**src/hw/r5p_pkg.sv**
```systemverilog
`default_nettype none

package r5p_pkg;

  //////////////////////////////
  // major opcodes
  //////////////////////////////

  typedef enum logic [6:0] {
    OPC_LOAD   = 7'b0000011,
    OPC_OPI    = 7'b0010011,  // register-immediate ALU
    OPC_AUIPC  = 7'b0010111,
    OPC_STORE  = 7'b0100011,
    OPC_OP     = 7'b0110011,  // register-register ALU
    OPC_LUI    = 7'b0110111,
    OPC_BRANCH = 7'b1100011,
    OPC_JALR   = 7'b1100111,
    OPC_JAL    = 7'b1101111
  } opc_t;

  //////////////////////////////
  // control selectors
  //////////////////////////////

  // ALU op, coded as {funct7[5], funct3} so the decoder can pass fields through
  typedef enum logic [3:0] {
    AO_ADD  = 4'b0000,
    AO_SLL  = 4'b0001,
    AO_SLT  = 4'b0010,
    AO_SLTU = 4'b0011,
    AO_XOR  = 4'b0100,
    AO_SRL  = 4'b0101,
    AO_OR   = 4'b0110,
    AO_AND  = 4'b0111,
    AO_SUB  = 4'b1000,
    AO_SRA  = 4'b1101,
    AO_PS2  = 4'b1111   // pass operand 2, LUI
  } ao_t;

  typedef enum logic [2:0] {
    BR_NONE,  // never taken
    BR_EQ,
    BR_NE,
    BR_LT,
    BR_GE,
    BR_LTU,
    BR_GEU,
    BR_ALW    // jumps
  } br_t;

  typedef enum logic {A1_RS1, A1_PC } a1_t;   // ALU operand 1
  typedef enum logic {A2_RS2, A2_IMM} a2_t;   // ALU operand 2
  typedef enum logic {PC_PCN, PC_ALU} pc_t;   // next PC

  typedef enum logic [1:0] {
    WB_NON,  // no write back
    WB_ALU,
    WB_MEM,
    WB_PCN   // PC+4, link
  } wb_t;

  // matches funct3[1:0] of loads and stores
  typedef enum logic [1:0] {
    SZ_B = 2'd0,
    SZ_H = 2'd1,
    SZ_W = 2'd2
  } sz_t;

  //////////////////////////////
  // decoded control
  //////////////////////////////

  typedef struct packed {
    logic en;  // access enable
    logic we;  // store
    logic sg;  // sign extend load
    sz_t  sz;
  } ls_ctl_t;

  typedef struct packed {
    logic       rs1_en;
    logic       rs2_en;
    logic       rd_en;
    logic [4:0] rs1;
    logic [4:0] rs2;
    logic [4:0] rd;
  } gpr_ctl_t;

  typedef struct packed {
    ao_t         ao;
    br_t         br;
    a1_t         a1;
    a2_t         a2;
    pc_t         pc;
    wb_t         wb;
    ls_ctl_t     ls;
    gpr_ctl_t    gpr;
    logic [31:0] imm;
    logic        ill;  // unsupported encoding
  } ctl_t;

endpackage

`default_nettype wire

```
**src/hw/r5p_dec.sv**
```systemverilog
`timescale 1ns/1ps
`default_nettype none

module r5p_dec (
  input  logic [31:0]   op,
  output r5p_pkg::ctl_t ctl
);

  logic [2:0]  f3;
  logic [6:0]  f7;
  logic [31:0] imm_i, imm_s, imm_b, imm_u, imm_j;

  assign f3 = op[14:12];
  assign f7 = op[31:25];

  //////////////////////////////
  // immediates
  //////////////////////////////

  assign imm_i = {{20{op[31]}}, op[31:20]};
  assign imm_s = {{20{op[31]}}, op[31:25], op[11:7]};
  assign imm_b = {{19{op[31]}}, op[31], op[7], op[30:25], op[11:8], 1'b0};
  assign imm_u = {op[31:12], 12'h000};
  assign imm_j = {{11{op[31]}}, op[31], op[19:12], op[20], op[30:21], 1'b0};

  //////////////////////////////
  // control
  //////////////////////////////

  always_comb begin
    ctl = '0;              // nop, no enables
    ctl.ao = r5p_pkg::AO_ADD;
    ctl.br = r5p_pkg::BR_NONE;
    ctl.a1 = r5p_pkg::A1_RS1;
    ctl.a2 = r5p_pkg::A2_IMM;
    ctl.pc = r5p_pkg::PC_PCN;
    ctl.wb = r5p_pkg::WB_NON;
    ctl.gpr.rs1 = op[19:15];
    ctl.gpr.rs2 = op[24:20];
    ctl.gpr.rd  = op[11:7];
    case (r5p_pkg::opc_t'(op[6:0]))
      r5p_pkg::OPC_LUI: begin
        ctl.ao = r5p_pkg::AO_PS2;
        ctl.imm = imm_u;
        ctl.wb = r5p_pkg::WB_ALU;
        ctl.gpr.rd_en = 1'b1;
      end
      r5p_pkg::OPC_AUIPC: begin
        ctl.a1 = r5p_pkg::A1_PC;
        ctl.imm = imm_u;
        ctl.wb = r5p_pkg::WB_ALU;
        ctl.gpr.rd_en = 1'b1;
      end
      r5p_pkg::OPC_JAL: begin
        ctl.a1 = r5p_pkg::A1_PC;    // target pc+imm
        ctl.imm = imm_j;
        ctl.br = r5p_pkg::BR_ALW;
        ctl.pc = r5p_pkg::PC_ALU;
        ctl.wb = r5p_pkg::WB_PCN;   // link
        ctl.gpr.rd_en = 1'b1;
      end
      r5p_pkg::OPC_JALR: begin
        ctl.imm = imm_i;            // target rs1+imm
        ctl.br = r5p_pkg::BR_ALW;
        ctl.pc = r5p_pkg::PC_ALU;
        ctl.wb = r5p_pkg::WB_PCN;
        ctl.gpr.rs1_en = 1'b1;
        ctl.gpr.rd_en = 1'b1;
        ctl.ill = (f3 != 3'b000);
      end
      r5p_pkg::OPC_BRANCH: begin
        ctl.a1 = r5p_pkg::A1_PC;
        ctl.imm = imm_b;
        ctl.pc = r5p_pkg::PC_ALU;
        ctl.gpr.rs1_en = 1'b1;
        ctl.gpr.rs2_en = 1'b1;
        case (f3)
          3'b000:  ctl.br = r5p_pkg::BR_EQ;
          3'b001:  ctl.br = r5p_pkg::BR_NE;
          3'b100:  ctl.br = r5p_pkg::BR_LT;
          3'b101:  ctl.br = r5p_pkg::BR_GE;
          3'b110:  ctl.br = r5p_pkg::BR_LTU;
          3'b111:  ctl.br = r5p_pkg::BR_GEU;
          default: ctl.ill = 1'b1;
        endcase
      end
      r5p_pkg::OPC_LOAD: begin
        ctl.imm = imm_i;
        ctl.wb = r5p_pkg::WB_MEM;
        ctl.gpr.rs1_en = 1'b1;
        ctl.gpr.rd_en = 1'b1;
        ctl.ls.en = 1'b1;
        ctl.ls.sg = ~f3[2];         // LBU/LHU clear it
        ctl.ls.sz = r5p_pkg::sz_t'(f3[1:0]);
        ctl.ill = (f3[1:0] == 2'b11) || (f3 == 3'b110);  // no LD, no LWU
      end
      r5p_pkg::OPC_STORE: begin
        ctl.imm = imm_s;
        ctl.gpr.rs1_en = 1'b1;
        ctl.gpr.rs2_en = 1'b1;
        ctl.ls.en = 1'b1;
        ctl.ls.we = 1'b1;
        ctl.ls.sz = r5p_pkg::sz_t'(f3[1:0]);
        ctl.ill = f3[2] || (f3[1:0] == 2'b11);
      end
      r5p_pkg::OPC_OPI: begin
        ctl.imm = imm_i;
        ctl.wb = r5p_pkg::WB_ALU;
        ctl.gpr.rs1_en = 1'b1;
        ctl.gpr.rd_en = 1'b1;
        ctl.ao = r5p_pkg::ao_t'({(f3 == 3'b101) & f7[5], f3});  // imm[10] only for SRAI
        ctl.ill = ((f3 == 3'b001) && (f7 != 7'h00)) ||
                  ((f3 == 3'b101) && ((f7 & 7'h5f) != 7'h00));
      end
      r5p_pkg::OPC_OP: begin
        ctl.a2 = r5p_pkg::A2_RS2;
        ctl.wb = r5p_pkg::WB_ALU;
        ctl.gpr.rs1_en = 1'b1;
        ctl.gpr.rs2_en = 1'b1;
        ctl.gpr.rd_en = 1'b1;
        ctl.ao = r5p_pkg::ao_t'({f7[5], f3});
        ctl.ill = ((f7 & 7'h5f) != 7'h00) ||
                  (f7[5] && (f3 != 3'b000) && (f3 != 3'b101));  // SUB and SRA only
      end
      default: ctl.ill = 1'b1;
    endcase
  end

endmodule

`default_nettype wire

```
**src/hw/r5p_gpr.sv**
```systemverilog
`timescale 1ns/1ps
`default_nettype none

module r5p_gpr #(
  parameter int unsigned XW = 32
)(
  input  logic              clk,
  input  logic              rst,
  input  r5p_pkg::gpr_ctl_t ctl,
  input  logic              wen,    // execute strobe
  input  logic [XW-1:0]     d_rd,
  output logic [XW-1:0]     d_rs1,
  output logic [XW-1:0]     d_rs2
);

  logic [XW-1:0] gpr [1:31];  // no storage for x0

  // write port
  always_ff @(posedge clk or posedge rst) begin
    if (rst) begin
      for (int i = 1; i < 32; i++) begin
        gpr[i] <= '0;
      end
    end else if (wen && ctl.rd_en && (ctl.rd != 5'd0)) begin
      gpr[ctl.rd] <= d_rd;
    end
  end

  // read ports, x0 and unused sources read zero
  always_comb begin
    d_rs1 = '0;
    d_rs2 = '0;
    if (ctl.rs1_en && (ctl.rs1 != 5'd0)) d_rs1 = gpr[ctl.rs1];
    if (ctl.rs2_en && (ctl.rs2 != 5'd0)) d_rs2 = gpr[ctl.rs2];
  end

endmodule

`default_nettype wire

```
**src/hw/r5p_alu.sv**
```systemverilog
`timescale 1ns/1ps
`default_nettype none

module r5p_alu #(
  parameter int unsigned XW = 32
)(
  input  r5p_pkg::ao_t  ao,
  input  logic [XW-1:0] rs1,
  input  logic [XW-1:0] rs2,
  output logic [XW-1:0] rd,
  output logic [XW-1:0] sum   // plain add, addresses and jump targets
);

  localparam int unsigned SHW = $clog2(XW);

  logic [SHW-1:0] sha;  // shift amount

  assign sha = rs2[SHW-1:0];
  assign sum = rs1 + rs2;

  always_comb begin
    case (ao)
      r5p_pkg::AO_ADD:  rd = sum;
      r5p_pkg::AO_SUB:  rd = rs1 - rs2;
      r5p_pkg::AO_SLL:  rd = rs1 << sha;
      r5p_pkg::AO_SLT:  rd = XW'($signed(rs1) < $signed(rs2));
      r5p_pkg::AO_SLTU: rd = XW'(rs1 < rs2);
      r5p_pkg::AO_XOR:  rd = rs1 ^ rs2;
      r5p_pkg::AO_SRL:  rd = rs1 >> sha;
      r5p_pkg::AO_SRA:  rd = $unsigned($signed(rs1) >>> sha);
      r5p_pkg::AO_OR:   rd = rs1 | rs2;
      r5p_pkg::AO_AND:  rd = rs1 & rs2;
      r5p_pkg::AO_PS2:  rd = rs2;  // LUI immediate
      default:          rd = '0;
    endcase
  end

endmodule

`default_nettype wire

```
**src/hw/r5p_br.sv**
```systemverilog
`timescale 1ns/1ps
`default_nettype none

module r5p_br #(
  parameter int unsigned XW = 32
)(
  input  r5p_pkg::br_t  br,
  input  logic [XW-1:0] rs1,
  input  logic [XW-1:0] rs2,
  output logic          tkn   // branch taken
);

  always_comb begin
    case (br)
      r5p_pkg::BR_EQ:  tkn = (rs1 == rs2);
      r5p_pkg::BR_NE:  tkn = (rs1 != rs2);
      r5p_pkg::BR_LT:  tkn = ($signed(rs1) <  $signed(rs2));
      r5p_pkg::BR_GE:  tkn = ($signed(rs1) >= $signed(rs2));
      r5p_pkg::BR_LTU: tkn = (rs1 <  rs2);
      r5p_pkg::BR_GEU: tkn = (rs1 >= rs2);
      r5p_pkg::BR_ALW: tkn = 1'b1;   // JAL, JALR
      default:         tkn = 1'b0;   // not a branch
    endcase
  end

endmodule

`default_nettype wire

```
**src/hw/r5p_lsu.sv**
```systemverilog
`timescale 1ns/1ps
`default_nettype none

module r5p_lsu #(
  parameter int unsigned XW = 32,
  parameter int unsigned DW = 32
)(
  input  r5p_pkg::ls_ctl_t ctl,
  input  logic [XW-1:0]    adr,       // byte address from ALU sum
  input  logic [XW-1:0]    wdt,       // rs2
  input  logic [DW-1:0]    bus_rdt,
  output logic [DW/8-1:0]  sel,
  output logic [XW-1:0]    bus_adr,
  output logic [DW-1:0]    bus_wdt,
  output logic [XW-1:0]    rdt        // extended load data
);

  localparam int unsigned SW = DW/8;
  localparam int unsigned OW = $clog2(SW);  // byte offset width

  logic [OW-1:0] off;
  logic [SW-1:0] lanes;   // select pattern before shift
  logic [XW-1:0] wmask;
  logic [DW-1:0] rtmp;    // read data moved down to lane 0

  assign off = adr[OW-1:0];
  assign bus_adr = {adr[XW-1:OW], {OW{1'b0}}};  // word aligned

  //////////////////////////////
  // store lanes
  //////////////////////////////

  always_comb begin
    case (ctl.sz)
      r5p_pkg::SZ_B: begin
        lanes = SW'(1);
        wmask = XW'(8'hff);
      end
      r5p_pkg::SZ_H: begin
        lanes = SW'(3);
        wmask = XW'(16'hffff);
      end
      r5p_pkg::SZ_W: begin
        lanes = SW'(15);
        wmask = XW'(32'hffff_ffff);
      end
      default: begin
        lanes = '0;      // no such size
        wmask = '0;
      end
    endcase
  end

  assign sel = ctl.en ? (lanes << off) : '0;
  assign bus_wdt = DW'(wdt & wmask) << (8*off);

  //////////////////////////////
  // load extract
  //////////////////////////////

  assign rtmp = bus_rdt >> (8*off);

  always_comb begin
    case (ctl.sz)
      r5p_pkg::SZ_B: rdt = {{(XW-8){ctl.sg & rtmp[7]}}, rtmp[7:0]};
      r5p_pkg::SZ_H: rdt = {{(XW-16){ctl.sg & rtmp[15]}}, rtmp[15:0]};
      default:       rdt = XW'(rtmp);   // word
    endcase
  end

endmodule

`default_nettype wire

```
**src/hw/r5p_core.sv**
```systemverilog
`timescale 1ns/1ps
`default_nettype none

module r5p_core #(
  parameter int unsigned XW  = 32,
  parameter int unsigned DW  = 32,
  parameter logic [31:0] PC0 = 32'h0000_0000
)(
  input  logic            clk,
  input  logic            rst,
  // program bus
  output logic            if_req,
  output logic [31:0]     if_adr,
  input  logic [31:0]     if_rdt,
  input  logic            if_ack,
  // data bus
  output logic            ls_req,
  output logic            ls_wen,
  output logic [31:0]     ls_adr,
  output logic [DW/8-1:0] ls_sel,
  output logic [DW-1:0]   ls_wdt,
  input  logic [DW-1:0]   ls_rdt,
  input  logic            ls_ack
);

  logic          id_vld;   // fetch acked last cycle
  logic          exe;      // execute strobe
  logic [31:0]   if_pc;
  logic [31:0]   pc_inc;   // pc+4
  logic [31:0]   if_pcn;   // next pc
  logic [31:0]   jmp_tgt;
  logic          br_tkn;
  logic          gpr_wen;
  logic [XW-1:0] gpr_rs1, gpr_rs2, gpr_rd;
  logic [XW-1:0] alu_rs1, alu_rs2, alu_rd, alu_sum;
  logic [XW-1:0] lsu_adr, lsu_rdt;

  r5p_pkg::ctl_t id_ctl;

  //////////////////////////////
  // fetch and pc
  //////////////////////////////

  always_ff @(posedge clk or posedge rst) begin
    if (rst) begin
      if_req <= 1'b0;
      id_vld <= 1'b0;
    end else begin
      if_req <= 1'b1;               // stays up once out of reset
      id_vld <= if_req & if_ack;
    end
  end

  // ill encodings retire nothing and refetch themselves
  assign exe = id_vld & if_ack & ~id_ctl.ill;

  always_ff @(posedge clk or posedge rst) begin
    if (rst)      if_pc <= PC0;
    else if (exe) if_pc <= if_pcn;
  end

  assign pc_inc = if_pc + 32'd4;
  assign jmp_tgt = {alu_sum[31:1], 1'b0};  // bit 0 only ever set by JALR

  always_comb begin
    if (!exe)                                              if_pcn = if_pc;  // stall
    else if ((id_ctl.pc == r5p_pkg::PC_ALU) && br_tkn)    if_pcn = jmp_tgt;
    else                                                   if_pcn = pc_inc;
  end

  assign if_adr = if_pcn;

  //////////////////////////////
  // decode and execute
  //////////////////////////////

  r5p_dec dec (
    .op  (if_rdt),
    .ctl (id_ctl)
  );

  // a load without ack writes nothing back
  assign gpr_wen = exe & ((id_ctl.wb != r5p_pkg::WB_MEM) | ls_ack);

  r5p_gpr #(.XW(XW)) gpr (
    .clk   (clk),
    .rst   (rst),
    .ctl   (id_ctl.gpr),
    .wen   (gpr_wen),
    .d_rd  (gpr_rd),
    .d_rs1 (gpr_rs1),
    .d_rs2 (gpr_rs2)
  );

  // operand muxes
  assign alu_rs1 = (id_ctl.a1 == r5p_pkg::A1_PC)  ? XW'(if_pc)  : gpr_rs1;
  assign alu_rs2 = (id_ctl.a2 == r5p_pkg::A2_IMM) ? XW'(id_ctl.imm) : gpr_rs2;

  r5p_alu #(.XW(XW)) alu (
    .ao  (id_ctl.ao),
    .rs1 (alu_rs1),
    .rs2 (alu_rs2),
    .rd  (alu_rd),
    .sum (alu_sum)
  );

  // compares registers while the ALU forms the target
  r5p_br #(.XW(XW)) br (
    .br  (id_ctl.br),
    .rs1 (gpr_rs1),
    .rs2 (gpr_rs2),
    .tkn (br_tkn)
  );

  //////////////////////////////
  // load/store
  //////////////////////////////

  r5p_lsu #(.XW(XW), .DW(DW)) lsu (
    .ctl     (id_ctl.ls),
    .adr     (alu_sum),
    .wdt     (gpr_rs2),
    .bus_rdt (ls_rdt),
    .sel     (ls_sel),
    .bus_adr (lsu_adr),
    .bus_wdt (ls_wdt),
    .rdt     (lsu_rdt)
  );

  assign ls_req = exe & id_ctl.ls.en;
  assign ls_wen = exe & id_ctl.ls.we;
  assign ls_adr = 32'(lsu_adr);

  // write-back mux
  always_comb begin
    case (id_ctl.wb)
      r5p_pkg::WB_ALU: gpr_rd = alu_rd;
      r5p_pkg::WB_MEM: gpr_rd = lsu_rdt;
      r5p_pkg::WB_PCN: gpr_rd = XW'(pc_inc);   // link address
      default:         gpr_rd = '0;
    endcase
  end

endmodule

`default_nettype wire

```
**config.mk**
```make
export PLATFORM = sky130hd
export DESIGN_NAME = r5p_core
export DESIGN_NICKNAME = d
export VERILOG_FILES = /design/src/hw/r5p_pkg.sv /design/src/hw/r5p_dec.sv /design/src/hw/r5p_gpr.sv /design/src/hw/r5p_alu.sv /design/src/hw/r5p_br.sv /design/src/hw/r5p_lsu.sv /design/src/hw/r5p_core.sv
export SDC_FILE = /design/constraint.sdc
export NUM_CORES = 2
export LEC_CHECK = 0
export ABC_AREA = 1
export BUFFER_PORTS_ARGS = -buffer_cell sky130_fd_sc_hd__buf_2
export CAP_MARGIN = 30
export CORE_UTILIZATION = 45
export CTS_BUF_LIST = sky130_fd_sc_hd__clkbuf_16
export DETAILED_ROUTE_END_ITERATION = 12
export SYNTH_ARGS = -nofsm -noshare
export SYNTH_HDL_FRONTEND = slang
export SYNTH_SLANG_ARGS = --single-unit
```
**constraint.sdc**
```tcl
create_clock -name clk -period 48.4 [get_ports clk]
set_clock_uncertainty 0.15 [all_clocks]
set_input_delay 9.68 -clock clk [delete_from_list [all_inputs] [get_ports clk]]
set_output_delay 9.68 -clock clk [all_outputs]
set_load 0.02 [all_outputs]
```
==> out/qor.csv <==
metric,value,unit
fin_setup_tns,0,ps
ir_drop,0.0298,mV
drtIter0Drc,13000,
antenna_found_initial,10,
yosysSeqAreaShare,34.9,%
nets,11500,
synth_edf_count,0,
die-area,165000,µm²
regToRegSetupSlack,41480,ps
period_minus_slack,27460,ps
setup_viol,0,
end_kind,primary output,
area_growth,6.99,%
ant_nets,0,
cp.arrival,17630,ps
root_buffer,clkbuf_16,
leakagePower,41.1,nW
post-cts-setup-buffer-count,0,
synth_warnings,0,
synthCells,11700,
synth_cell_types,74,
synthArstFlopShare,100,%
grt_max_degree,187,
synth_area_per_cell,6.29,µm²
finalWeightedCongestion,1.08,
grt_first_pass_wirelength,541000,µm
max-cap-violations,0,
core_area,161000,µm²
worstSkewPairLatency,840,ps
cp_max_fo,116,
postPlaceCellArea,74700,µm²
powerDensity,26.4,nW/µm²
required,38570,ps
min-delay-path-class,reg -> reg,
clk_pin_slew_worst_paths,60,ps
relSlewSlack,23.4,%
overflow,0,
first_pass_iters,8,
period_share,56.7,%
synth_top_area_share,34.9,%
grt_usage,44.6,%
grt_pass1_vias,77700,
clock-sinks,1026,
synth_common_cells,"nand2_1, nand3_1, dfrtp_1",
wirelength,375000,µm
yosys-top-cells-area,"dfrtp_1, nand2_1, nand3_1, a21oi_1, inv_1",
cp_common_cell,nand2_1,
synth_top_cell_by_area,dfrtp_1,
cp_slowest_cell,buf_4,
slew_viol_final,0,
dp.final_hpwl,241000,µm
vias,83600,
post_cts_resized,0,
numPortBuffers,168,
syn-cell-area,73500,µm²
path_class,in -> out,
finalHoldViolations,0,
via_per_inst,6.16,
cts_buffers,119,
row_count,147,
cts_tree,built,
cts.path.max_buffers,3,
max_freq,0.0364,GHz
route.detailed.drc,0,
io_pins,171,
outcome,"finished, final reports clean",
critical-path-max-stage-delay,690,ps
cts_hold_buf,0,
synthFlopType,dfrtp_1,
fp.dieH,406,µm
final_area,78600,µm²
wire_per_inst,27.6,µm
start_util,45.6,%
drive_gt1_share,6.16,%
fillers,16900,
rsz0062_at_grt,false,
tightest_slew,1140,ps
startpoint_type,input port,
synth.most_common_cell,nand2_1,
h-tree-depth,3,
ys_ff_latch,1026,
fp.dieW,406,µm
[cell type report]
cell class / instances / area, µm² / share of cell area [%]
timing repair buffer: 379 / 2710 / 3.45
multi-input combinational: 9270 / 41700 / 53.1
clock buffer: 120 / 3000 / 3.82
sequential: 1026 / 25700 / 32.7
inverter: 514 / 2000 / 2.54
tap: 2160 / 2700 / 3.44
antenna: 9 / 22.5 / 0.0286
clock inverter: 102 / 769 / 0.979
[report_power, final]
group	internal, W	leakage, nW	switching [W]	total [W]
Clock	0.000500	1.96	0.000409	0.000909
Combinational	0.0000689	24.8	0.000237	0.000306
Sequential	0.000859	14.3	0.00000189	0.000861
[placed cells by master (no fill, tap or decap), drive strengths merged, types with 91 or more instances in the layout]
cell and instances:
nand2 5854, nand3 1530, dfrtp 1026, inv 514, a21oi 507, buf 379, nor2 335, o21ai 286
ha 136, clkbuf 120, clkinv 91
[registers in the layout, summed over array words and instances, names as in the netlist]
register  flops
id_vld        1
if_pc        32
gpr.gpr     992
if_req        1
[cell families (layout without fill, tap and decap cells)]
| kind of cell | Yosys count | count (layout) | share of synthesized area (%) |
|---|---|---|---|
| and+or+nand+nor | 7888 | 7888 | 43.8 |
| buffers and inverters | 1381 | 1115 | 8.55 |
| AOI/OAI and AO/OA | 1182 | 1182 | 9.61 |
| DFF | 1026 | 1026 | 34.9 |
| adders and majority gates | 138 | 138 | 2.37 |
| xor gates and xnor gates | 59 | 59 | 0.703 |
| other | 2 | 12 | 0.0102 |
[path summary, 6_finish.rpt]
path                                    from      endpoint  cells past startpoint
worst max-delay path              if_rdt[21]     if_adr[1]                     28
worst min-delay path                  if_req        id_vld                      2
worst max register to register  gpr.gpr[229]  gpr.gpr[256]                     31
worst min register to register        if_req        id_vld                      2
max in group asynchronous                rst  gpr.gpr[940]                      6
min in group asynchronous                rst  gpr.gpr[224]                      2
[layer usage]
layer  routed length, µm  track usage [%]
met1              143000             59.3
met2              152000             62.8
met3               49400             12.1
met4               29700             30.2
met5                  34                0
[critical path: cells and delay by family]
kind,cells,cell delay [ps]
fa+ha+maj,1,410
buf+inv,8,3580
compound gates,7,1440
xor+xnor,1,210
simple gates,11,1930
[through the flow]
step	total power [W]	setup WS, ps	instances	hold WS [ps]	util [%]
after detailed placement	0.00117	21400	13300	292	46.3
after floorplan	0.00106	9700	11700	299	-
after CTS	0.00206	21360	13600	307	48.7
after global routing	0.00212	20730	13600	329	48.7
final	0.00208	20940	13600	304	48.7
after global placement	0.00117	21360	13300	291	46.2
(Power assumes the default switching activity.)
